### config.mk
export PLATFORM = sky130hd
export DESIGN_NAME = uopExpander
export DESIGN_NICKNAME = d
export VERILOG_FILES = /design/src/design/armIsaPkg.sv /design/src/design/uopPkg.sv /design/src/design/blockXferPlanner.sv /design/src/design/condCheck.sv /design/src/design/uopExpander.sv /design/src/design/uopSequencer.sv
export VERILOG_INCLUDE_DIRS = /design/src /design/src/design
export SDC_FILE = /design/constraint.sdc
export NUM_CORES = 1
export LEC_CHECK = 0
export CAP_MARGIN = 20
export CORE_ASPECT_RATIO = 1.5
export CORE_MARGIN = 8
export CORE_UTILIZATION = 40
export DETAILED_ROUTE_END_ITERATION = 8
export DONT_BUFFER_PORTS = 1
export SLEW_MARGIN = 25
export SYNTH_ARGS = -nofsm -noshare
export SYNTH_HDL_FRONTEND = slang
export SYNTH_SLANG_ARGS = --single-unit
export TNS_END_PERCENT = 1
### constraint.sdc
create_clock -name clk -period 17.6 [get_ports clk]
set_input_delay 3.52 -clock clk [delete_from_list [all_inputs] [get_ports clk]]
set_output_delay 3.52 -clock clk [all_outputs]
set_load 0.01 [all_outputs]
### src/design/uop_cfg.svh
// Widths and fixed register numbers of the micro-op expander, included by the RTL and testbench
`ifndef UOP_CFG_SVH
`define UOP_CFG_SVH

// Instruction word
`define INSTR_W 32

// Register file addressing
`define REG_IDX_W 4
`define NUM_REGS 16

// Scratch register Rz, reached as R15 in the field plus the high-bit override
`define RZ_REG 4'd15

// Link register written by the first BL micro-op
`define LR_REG 4'd14

// Address step between block transfers
`define WORD_BYTES 4

`endif

### src/design/armIsaPkg.sv
// Instruction formats of the ARM-style ISA, shared by the expander and its testbench
`include "uop_cfg.svh"

package armIsaPkg;

	// Condition field, bits 31:28
	typedef enum logic [3:0] {
		condEq = 4'b0000, condNe = 4'b0001, condCs = 4'b0010, condCc = 4'b0011,
		condMi = 4'b0100, condPl = 4'b0101, condVs = 4'b0110, condVc = 4'b0111,
		condHi = 4'b1000, condLs = 4'b1001, condGe = 4'b1010, condLt = 4'b1011,
		condGt = 4'b1100, condLe = 4'b1101, condAl = 4'b1110, condNv = 4'b1111
	} condT;

	// Data processing, register or immediate operand2
	typedef struct packed {
		condT                  cond;
		logic [2:0]            cls;       // 000 register, 001 immediate
		logic [3:0]            opcode;
		logic                  s;         // Set flags
		logic [`REG_IDX_W-1:0] rn;
		logic [`REG_IDX_W-1:0] rd;
		logic [11:0]           operand2;  // Shift and Rm, or rotated immediate
	} dpInstrT;

	// Single word or byte transfer
	typedef struct packed {
		condT                  cond;
		logic [2:0]            cls;       // 010 immediate offset
		logic                  p;         // Preindex
		logic                  u;         // Add offset
		logic                  b;         // Byte access
		logic                  w;         // Base writeback
		logic                  l;         // Load
		logic [`REG_IDX_W-1:0] rn;
		logic [`REG_IDX_W-1:0] rd;
		logic [11:0]           offset12;
	} memInstrT;

	// Load/store multiple
	typedef struct packed {
		condT                  cond;
		logic [2:0]            cls;       // 100
		logic                  p;         // Before
		logic                  u;         // Increment
		logic                  s;
		logic                  w;
		logic                  l;
		logic [`REG_IDX_W-1:0] rn;
		logic [`NUM_REGS-1:0]  regList;   // Bit i set means Ri transfers
	} blockInstrT;

	// Branch, with or without link
	typedef struct packed {
		condT        cond;
		logic [2:0]  cls;                 // 101
		logic        link;
		logic [23:0] offset24;
	} branchInstrT;

	// One decode word, four readings
	typedef union packed {
		dpInstrT     dp;
		memInstrT    mem;
		blockInstrT  block;
		branchInstrT branch;
	} armInstrT;

	localparam logic [3:0] opMov = 4'b1101;
	localparam logic [3:0] opAdd = 4'b0100;

endpackage

### src/design/uopPkg.sv
// Sequencer state and register-file override types of the micro-op expander
package uopPkg;

	// Expansion FSM states
	typedef enum logic [2:0] {
		ready,      // Pass-through, or first micro-op of a sequence
		rsrSecond,  // Original op reading Rz
		blSecond,   // Branch with the link bit cleared
		ldmRun,     // Remaining loads
		stmRun      // Remaining stores
	} seqStateT;

	// Steers register-file ports toward Rz
	typedef struct packed {
		logic ra1Sel;   // First read port takes the Rm field
		logic wa3High;  // Write address high bit
		logic ra2High;  // Read port 2 high bit
		logic ra1High;  // Read port 1 high bit
	} rfOverrideT;

endpackage

### src/design/blockXferPlanner.sv
// Register-list bookkeeping for LDM/STM expansion: next register, remaining count, start offset
`timescale 1ns/1ps
`include "uop_cfg.svh"

module blockXferPlanner (
	input  logic                  clk,
	input  logic                  reset,
	input  logic                  stall,
	input  logic                  first,        // Sequencer in ready
	input  logic [`INSTR_W-1:0]   instrD,
	output logic [`REG_IDX_W-1:0] nextReg,
	output logic [11:0]           startOffset,
	output logic                  addOffset,    // U bit of the first transfer
	output logic                  lastXfer,
	output logic                  noneLeft,
	output logic                  listEmpty
);
	localparam int CNT_W = $clog2(`NUM_REGS + 1);

	armIsaPkg::armInstrT  instrView;
	logic [`NUM_REGS-1:0] remList;      // Registers still to transfer
	logic [`NUM_REGS-1:0] activeList;   // List the current micro-op draws from
	logic [CNT_W-1:0]     xferCount;

	assign instrView = instrD;
	assign activeList = first ? instrView.block.regList : remList;  // Fresh list in ready
	assign listEmpty = (instrView.block.regList == '0);

	assign xferCount = CNT_W'($countones(activeList));
	assign lastXfer = (xferCount == CNT_W'(1));
	assign noneLeft = (xferCount == '0);

	// Lowest set register goes first
	always_comb begin
		nextReg = '0;
		for (int i = `NUM_REGS - 1; i >= 0; i--) begin
			if (activeList[i]) begin
				nextReg = i[`REG_IDX_W-1:0];
			end
		end
	end

	// Start offset and direction by addressing mode {P,U}
	always_comb begin
		unique case ({instrView.block.p, instrView.block.u})
			2'b00: begin  // DA
				startOffset = 12'((xferCount - 1) * `WORD_BYTES);
				addOffset = 1'b0;
			end
			2'b01: begin  // IA
				startOffset = '0;
				addOffset = 1'b1;
			end
			2'b10: begin  // DB
				startOffset = 12'(xferCount * `WORD_BYTES);
				addOffset = 1'b0;
			end
			2'b11: begin  // IB
				startOffset = 12'(`WORD_BYTES);
				addOffset = 1'b1;
			end
		endcase
	end

	// Drop the register just issued, hold under stall
	always_ff @(posedge clk) begin
		if (reset) begin
			remList <= '0;
		end else if (!stall) begin
			remList <= activeList & (activeList - 1'b1);  // Clear lowest set bit
		end
	end

endmodule

### src/design/condCheck.sv
// Evaluates an ARM condition field against the NZCV flags for the block-transfer cancel
`timescale 1ns/1ps

module condCheck (
	input  armIsaPkg::condT cond,
	input  logic [3:0]      flags,     // NZCV
	output logic            condPass
);
	logic n, z, c, v;

	assign {n, z, c, v} = flags;

	always_comb begin
		unique case (cond)
			armIsaPkg::condEq: condPass = z;
			armIsaPkg::condNe: condPass = !z;
			armIsaPkg::condCs: condPass = c;
			armIsaPkg::condCc: condPass = !c;
			armIsaPkg::condMi: condPass = n;
			armIsaPkg::condPl: condPass = !n;
			armIsaPkg::condVs: condPass = v;
			armIsaPkg::condVc: condPass = !v;
			armIsaPkg::condHi: condPass = c && !z;
			armIsaPkg::condLs: condPass = !c || z;
			armIsaPkg::condGe: condPass = (n == v);
			armIsaPkg::condLt: condPass = (n != v);
			armIsaPkg::condGt: condPass = !z && (n == v);
			armIsaPkg::condLe: condPass = z || (n != v);
			// Never passes as always, the null op still carries it
			armIsaPkg::condAl, armIsaPkg::condNv: condPass = 1'b1;
		endcase
	end

endmodule

### src/design/uopExpander.sv
// Top of the decode-stage micro-op expander, joining the FSM, list planner and condition check
`timescale 1ns/1ps
`include "uop_cfg.svh"

module uopExpander (
	input  logic                clk,
	input  logic                reset,
	input  logic [`INSTR_W-1:0] instrD,
	input  logic                stall,
	input  logic [3:0]          flags,          // NZCV
	output logic                uopSel,
	output logic                uopBusy,
	output logic                noFlagUpdate,
	output logic                prevRsr,
	output logic                blockForward,
	output uopPkg::rfOverrideT  regFileRz,
	output logic [`INSTR_W-1:0] uopInstr
);
	logic                  first;
	logic                  condPass;
	logic [`REG_IDX_W-1:0] nextReg;
	logic [11:0]           startOffset;
	logic                  addOffset, lastXfer, noneLeft, listEmpty;

	condCheck condCheck_i (
		.cond    (armIsaPkg::condT'(instrD[31:28])),
		.flags   (flags),
		.condPass(condPass)
	);

	blockXferPlanner blockXferPlanner_i (
		.clk(clk), .reset(reset), .stall(stall), .first(first), .instrD(instrD),
		.nextReg(nextReg), .startOffset(startOffset), .addOffset(addOffset),
		.lastXfer(lastXfer), .noneLeft(noneLeft), .listEmpty(listEmpty)
	);

	uopSequencer uopSequencer_i (
		.clk(clk), .reset(reset), .stall(stall), .instrD(instrD), .condPass(condPass),
		.nextReg(nextReg), .startOffset(startOffset), .addOffset(addOffset),
		.lastXfer(lastXfer), .noneLeft(noneLeft), .listEmpty(listEmpty),
		.uopSel(uopSel), .uopBusy(uopBusy), .noFlagUpdate(noFlagUpdate), .prevRsr(prevRsr),
		.blockForward(blockForward), .regFileRz(regFileRz), .uopInstr(uopInstr),
		.first(first)
	);

endmodule

### src/design/uopSequencer.sv
// Micro-op FSM of the decode stage that expands RSR, BL and LDM/STM into single-pass micro-ops
`timescale 1ns/1ps
`include "uop_cfg.svh"

module uopSequencer (
	input  logic                  clk,
	input  logic                  reset,
	input  logic                  stall,
	input  logic [`INSTR_W-1:0]   instrD,
	input  logic                  condPass,
	input  logic [`REG_IDX_W-1:0] nextReg,
	input  logic [11:0]           startOffset,
	input  logic                  addOffset,
	input  logic                  lastXfer,
	input  logic                  noneLeft,
	input  logic                  listEmpty,
	output logic                  uopSel,        // Micro-op replaces instrD
	output logic                  uopBusy,       // Hold fetch and decode
	output logic                  noFlagUpdate,
	output logic                  prevRsr,
	output logic                  blockForward,  // Chain address from previous micro-op
	output uopPkg::rfOverrideT    regFileRz,
	output logic [`INSTR_W-1:0]   uopInstr,
	output logic                  first
);
	uopPkg::seqStateT    state, nextState;
	armIsaPkg::armInstrT instr;   // Decoded views of instrD
	armIsaPkg::armInstrT uop;     // Micro-op under construction
	logic                bxLike;
	logic                isRsr, isBl, isBlock;

	assign instr = instrD;
	assign first = (state == uopPkg::ready);

	// BX and BLX register forms share the RSR bit pattern
	assign bxLike = (instrD[27:8] == 20'h12FFF) && !instrD[6];
	assign isRsr = (instr.dp.cls == 3'b000) && !instrD[7] && instrD[4] && !bxLike;
	assign isBl = (instr.branch.cls == 3'b101) && instr.branch.link;
	assign isBlock = (instr.block.cls == 3'b100) && !listEmpty;  // Empty list passes through

	always_ff @(posedge clk) begin
		if (reset) begin
			state <= uopPkg::ready;
		end else if (!stall) begin
			state <= nextState;
		end
	end

	always_comb begin
		nextState = uopPkg::ready;
		uopSel = 1'b0;
		uopBusy = 1'b0;
		noFlagUpdate = 1'b0;
		prevRsr = 1'b0;
		blockForward = 1'b0;
		regFileRz = '0;
		uop = instr;   // Pass-through by default
		unique case (state)
			uopPkg::ready: begin
				if (isRsr) begin
					nextState = uopPkg::rsrSecond;
					uopSel = 1'b1;
					uopBusy = 1'b1;
					noFlagUpdate = 1'b1;
					regFileRz = 4'b1100;          // Rm into port 1, write Rz
					uop.dp.opcode = armIsaPkg::opMov;
					uop.dp.s = 1'b0;
					uop.dp.rn = '0;               // SBZ
					uop.dp.rd = `RZ_REG;          // Rz = shifted operand
				end else if (isBl) begin
					nextState = uopPkg::blSecond;
					uopSel = 1'b1;
					uopBusy = 1'b1;
					uop.dp.cls = 3'b000;
					uop.dp.opcode = armIsaPkg::opMov;
					uop.dp.s = 1'b0;
					uop.dp.rn = '0;
					uop.dp.rd = `LR_REG;
					uop.dp.operand2 = {8'b0, 4'hF};  // R15, unshifted
				end else if (isBlock) begin
					nextState = instr.block.l ? uopPkg::ldmRun : uopPkg::stmRun;
					uopSel = 1'b1;
					uopBusy = 1'b1;
					noFlagUpdate = 1'b1;
					uop.mem.cls = 3'b010;         // Immediate single transfer
					uop.mem.p = 1'b1;
					uop.mem.u = addOffset;
					uop.mem.b = 1'b0;             // Word
					uop.mem.w = 1'b0;
					uop.mem.rd = nextReg;         // Rn and L stay from instrD
					uop.mem.offset12 = startOffset;
				end
			end
			uopPkg::rsrSecond: begin
				uopSel = 1'b1;
				prevRsr = 1'b1;
				regFileRz = 4'b0010;              // Port 2 reads Rz
				uop.dp.operand2 = {8'b0, `RZ_REG};  // Plain Rz, no shift
			end
			uopPkg::blSecond: begin
				uopSel = 1'b1;
				uop.branch.link = 1'b0;
			end
			uopPkg::ldmRun, uopPkg::stmRun: begin
				uopSel = 1'b1;
				noFlagUpdate = 1'b1;
				if (!condPass || noneLeft) begin
					// Null op, R0 = R0 + 0 under the original condition
					uop.dp.cls = 3'b001;
					uop.dp.opcode = armIsaPkg::opAdd;
					uop.dp.s = 1'b0;
					uop.dp.rn = '0;
					uop.dp.rd = '0;
					uop.dp.operand2 = '0;
				end else begin
					nextState = lastXfer ? uopPkg::ready : state;
					uopBusy = !lastXfer;
					blockForward = 1'b1;
					regFileRz.ra1High = 1'b1;     // Base is Rz
					uop.mem.cls = 3'b010;
					uop.mem.p = 1'b1;
					uop.mem.u = 1'b1;
					uop.mem.b = 1'b0;
					uop.mem.w = 1'b0;
					uop.mem.rn = `RZ_REG;
					uop.mem.rd = nextReg;
					uop.mem.offset12 = 12'(`WORD_BYTES);
				end
			end
			default: begin
				nextState = uopPkg::ready;
			end
		endcase
	end

	assign uopInstr = uop;

endmodule

# Yosys cells after proc, flatten, opt, wreduce, memory -nomap -nowiden
# Index checks and enable logic that the tools add are counted.
# op_classes
n_addsub	17
bitwise_logic	2
n_mul	0
n_reduce_logical	33
muxes	57
n_lt_le_gt_ge	0
n_div	0
n_eq_ne	29
shift	0
# op_table
operator	n
4-bit two-way mux	17
16-bit two-way mux	3
12-bit one-hot mux with 4 select lines	1
12-bit one-hot mux with 3 select lines	1
5-bit adder	7
4-bit == test (second input constant)	8
12-bit one-hot mux with 2 select lines	1
3-bit two-way mux	7
20-bit by 17-bit == test with 1-bit output (second input constant)	1
20-bit two-way mux	1
3-bit one-hot mux with 2 select lines	3
1-bit by 1-bit adder with 2-bit output	8
16-bit bitwise AND	1
4-bit by 3-bit == test with 1-bit output (second input constant)	4
16-bit zero test	1
16-bit by 1-bit subtractor with 16-bit output (second input constant)	1
1-bit one-hot mux with 15 select lines	1
7-bit two-way mux	2
13-bit two-way mux	1
12-bit two-way mux	1
1-bit zero test	10
1-bit two-way mux	10
1-bit one-hot mux with 2 select lines	5
3-bit == test (second input constant)	3
other kinds (24)	40
# word_totals
ram_bits	0
register_bits	19
input_bits	39
out_inout_bits	41
latchBits	0
mem_bits_ro	0
word_cells	140
mem_count	0

# Depth between registers and ports, before layout
# depth
ltp_word	22
mapped_depth	24
mapped_depth_nobuf	22

# Cells and area by module
# From an unflattened synthesis, not the netlist that was laid out.
# unflattened
hier_cells	393
hier_area_um2	3002.9
# modules_own_cells
module	area_per_inst_um2	instances	seq_area_each_um2	cells_per_inst
blockXferPlanner	1804.2	1	300.3	222
uopSequencer	997.2	1	60.1	142
condCheck	201.4	1	0.0	29

# Worst setup path after synthesis
# No wires, ideal clock.
# synth_path
path_kind	input-to-output
start	input port instrD[14]
end	output port uopInstr[12]
n_path_buf	0
arrival_time_ns	8.284
cell_stages	18
t_required_ns	14.080
slack_ns	5.796
path_cell_list	mux2i_1 inv_1 ha_1 fa_1 inv_1 fa_1 fa_1 fa_1 inv_1 ha_1 fa_1 xor2_1 a2111oi_1 or3_1 a31o_4 inv_6 nor2_1 o31ai_2
# synth_via
elab_chain_cells	20
word_cells_on_any_way	34
cone_classes	add/sub: 4; eq/ne: 1; mux: 21; reduce/logical: 8
# synth_lines
element	line	source
from (decl)	uopExpander.sv:8	input logic [`INSTR_W-1:0] instrD,
branches (longest 19 deep; another with 5-bit adder)	--	
12-bit one-hot mux with 2 select lines *	uopSequencer.sv:58	unique case (state)
to (decl)	uopExpander.sv:17	output logic [`INSTR_W-1:0] uopInstr
# Mark *: on every way between the ends.

# Worst setup path in the final report
# layout_path
start	input port instrD[13]
end	output port uopInstr[8]
# layout_via
elab_chain_cells	11
word_cells_on_any_way	18
cone_classes	add/sub: 5; eq/ne: 1; mux: 6; reduce/logical: 6
# layout_lines
element	line	source
16-bit two-way mux	blockXferPlanner.sv:26	assign activeList = first ? instrView.block.regList : remList;
1-bit by 1-bit adder with 2-bit output (not written as such)	blockXferPlanner.sv:29	assign xferCount = CNT_W'($countones(activeList));
5-bit adder (not written as such) (3 in a row)	blockXferPlanner.sv:29	
5-bit by 1-bit subtractor with 6-bit output	blockXferPlanner.sv:47	startOffset = 12'((xferCount - 1) * `WORD_BYTES);
12-bit one-hot mux with 4 select lines	blockXferPlanner.sv:45	unique case ({instrView.block.p, instrView.block.u})
16-bit two-way mux	uopSequencer.sv:80	end else if (isBlock) begin
16-bit two-way mux	uopSequencer.sv:70	end else if (isBl) begin
12-bit two-way mux *	uopSequencer.sv:60	if (isRsr) begin
12-bit one-hot mux with 3 select lines *	uopSequencer.sv:58	
# Mark *: on every way between the ends. The rest lies on a longest branch, timed or not. The select of a mux whose other input is x is not followed.

==> impl_results.md <==
- Status: complete, no violations
- Post-Route WL: 11200 um
- DRC: 0
- GPL Wtd Cong: 0.916
- Worst path max stage delay: 0.64 ns
- Synth warn: 0
- Gate power share: 86.8%
- Max-Cap Viols: 0
- Starting Density: 41.2%
- Cell breakdown of the critical path: nor2b_1, a22oi_2, inv_1, ha_1, fa_1, inv_1, fa_1, fa_1, fa_1, inv_1, ha_1, fa_1, nor4_1, nor4b_1, and3_1, nor2_1, nor2_1
- Arrival time at the worst endpoint: 8.74 ns
- H-tree depth: 1
- Number of synthesized register bits: 18
- CTS resizes: 0
- RSZ-0062 raised after global routing: false
- Int Pwr: 376 uW
- GRT Total Usage: 20.9%
- CTS max path bufs: 2
- CP max stage cell: nor4b_1
- Via count: 3181
- Layout cell share with drive strength beyond 1: 4.68%
- Hold WC Path Type: reg -> reg
- Maximum VDD drop: 0.223 mV
- Max Clk Rate: 0.0816 GHz
- Syn-to-layout area delta: 2.02%
- Power density cells: 257 nW/um2
- Final Critical Period: 12.26 ns
- Remaining Overflow, GRT: 0
- Ys async rst share: 0%
- Latest clock arrival within the worst-skew pair: 0.27 ns
- Die area: 11000 um2
- Sequential area share after synthesis: 11.4%
- Setup Fix Bufs, Post-CTS: 0
- Final number of max-transition violations: 0
- Hold Buf Count CTS: 0
- Post-synth EDFFs: 0
- First-pass GRT wire length: 18000 um
- Gate Count Post-Synth: 427
- Most common cell on crit path: fa_1
- Vias in the first global route: 3265
- Crit path kind: in -> out
- Clock Pin Slew Worst Setup and Hold Paths: 0.06 ns
- Die outline height: 125 um
- Die W: 88.5 um
- Worst setup EP type: output port
- Total CTS buffers: 3
- Final period util: 69.7%
- Root Buffer: clkbuf_16
- Core ar.: 7660 um2
- Hold Fails Final Rpt: 0
- # setup viols final: 0
- Delay-heaviest family, CP: adder cells
- # fillers: 809
- Unique cell type count in the Yosys netlist: 72
- Clk_skew: 0.0110 ns
- Critical Path Start Type: input port
- Sw Ratio: 54.5%
- Final HPWL DP: 9100 um
- Worst Setup SP: instrD[13]
- Net Count, Synth: 501
- Detailed router's first-iteration violation count: 225
- Reg2reg start: uopSequencer_i.state[2]
- Sw Pwr: 450 uW
- Num rows: 39
- Power share of the sequential group: 6.7%
- NumNets Final: 481
- Critical Path Fanout Max: 7
- Initial antenna violation count: 0
- Top FF cell, synth: dfxtp_1
- Num ports: 80
- Setup TNS: 0 ns
- Final ANT Viol Nets: 0
- CP bufs+invs: 3
- Area of the multi-input gates: 2450 um2
- Clock Power Share: 6.6%
- Total power: 827 uW
- CTS tree: done
- Tightest Pin Transition: 0.806 ns
- Syn_area_per_cell: 7.39 um2
- Relative slew slack: 45.8%
- Via density per instance: 6.26
- Routed len/inst: 22.0 um
- Required @ worst endpoint: 14.08 ns
- Port Buf Inserts: 0
- Hold_sp: blockXferPlanner_i.remList[15]
- Register area: 360 um2
- Mapped cell area: 3150 um2
- Largest net degree at the start of global routing: 37
- CTS Sinks: 18
- Ant. Diodes: 0
- Drt first pass iters: 5
- Leak: 1.51 nW
-- final timing paths --
kind / slack, ns / end / cells past startpoint
worst max-delay path: 5.34 / uopInstr[8] / 17
worst min-delay path: 0.46 / blockXferPlanner_i.remList[15] / 2
worst max register to register: 11.23 / uopSequencer_i.state[0] / 19
worst min register to register: 0.46 / blockXferPlanner_i.remList[15] / 2
-- final cells by class --
class / count / area share, %
Clock buffer: 4 / 2.76
Inverter: 48 / 5.75
Multi-Input combinational cell: 335 / 76.1
Sequential cell: 18 / 11.2
Tap cell: 102 / 3.97
Timing Repair Buffer: 1 / 0.233
-- tightest hold or removal path: stages (launching register included) --
cell and delay, ns:
dfxtp_1 0.31, nand2_1 0.06, a21oi_1 0.05
-- stage by stage --
| stage | hold slack, ns | setup WS (ns) | util, % | cell area, um2 | instances |
|---|---|---|---|---|---|
| after global placement | 0.441 | 5.41 | 40.8 | 3130 | 504 |
| after detailed placement | 0.450 | 5.33 | 40.8 | 3130 | 504 |
| after CTS | 0.460 | 5.34 | 42.0 | 3220 | 508 |
| after floorplan | 0.440 | 5.80 | - | 3150 | 427 |
| final | 0.456 | 5.34 | 42.0 | 3220 | 508 |
| after global routing | 0.484 | 5.03 | 42.0 | 3220 | 508 |
-- synthesized netlist by cell type, types with 6 or more instances --
master / instances / area [um2]
and3_1: 8 / 50.1
buf_4: 9 / 67.6
nor4_1: 6 / 37.5
or3_1: 7 / 43.8
a21o_1: 11 / 82.6
o21ai_0: 12 / 60.1
clkbuf_1: 7 / 26.3
a21oi_1: 37 / 185
a211oi_1: 11 / 82.6
nor2_1: 46 / 173
nand2_1: 19 / 71.3
mux2i_1: 17 / 170
nor3_1: 17 / 85.1
ha_1: 24 / 300
fa_1: 11 / 220
nand3_1: 6 / 30.0
nand2b_1: 8 / 50.1
o21ai_1: 8 / 40.0
dfxtp_1: 18 / 360
inv_1: 46 / 173
-- metal layers --
| metal | part of all wire [%] | up-vias | GRT usage (%) |
|---|---|---|---|
| met5 | 0 | - | 0 |
| met4 | 4.5 | 0 | 10.4 |
| met3 | 7.4 | 35 | 5.28 |
| met2 | 52 | 152 | 36.6 |
| met1 | 36 | 1494 | 21.8 |
| li1 | - | 1500 | - |
-- power groups by stage --
stage | clock, mW | combinational (mW) | sequential, mW
2_1_floorplan | 0 | 0.580 | 0.0509
3_3_place_gp | 0 | 0.701 | 0.0557
3_5_place_dp | 0 | 0.705 | 0.0557
4_1_cts | 0.0541 | 0.712 | 0.0550
5_1_grt | 0.0558 | 0.825 | 0.0559
6_report | 0.0542 | 0.717 | 0.0552
-- cell usage in the layout, fill, tap and decap left out, types with 7 or more instances in the layout --
cell type / Yosys / final
or3_1: 7 / 7
fa_1: 11 / 11
nand2_1: 19 / 19
o21ai_0: 12 / 12
nor3_1: 17 / 17
a21o_1: 11 / 11
nor2_1: 46 / 46
o21ai_1: 8 / 8
nand2b_1: 8 / 8
inv_1: 46 / 46
a211oi_1: 11 / 11
and3_1: 8 / 8
ha_1: 24 / 24
mux2i_1: 17 / 17
a21oi_1: 37 / 37
dfxtp_1: 18 / 18
-- registers in the layout (all words and copies together), names as in the netlist --
name and cells:
uopSequencer_i.state 3, blockXferPlanner_i.remList 15
-- logic make-up after synthesis --
family | share of synthesized area, %
flops | 11.4
mux | 6.58
buf+inv | 10.9
xor+xnor | 1.67
simple gates | 25.1
fa+ha+maj | 16.5
compound gates | 27.8
Power figures use the tool's default switching activity.
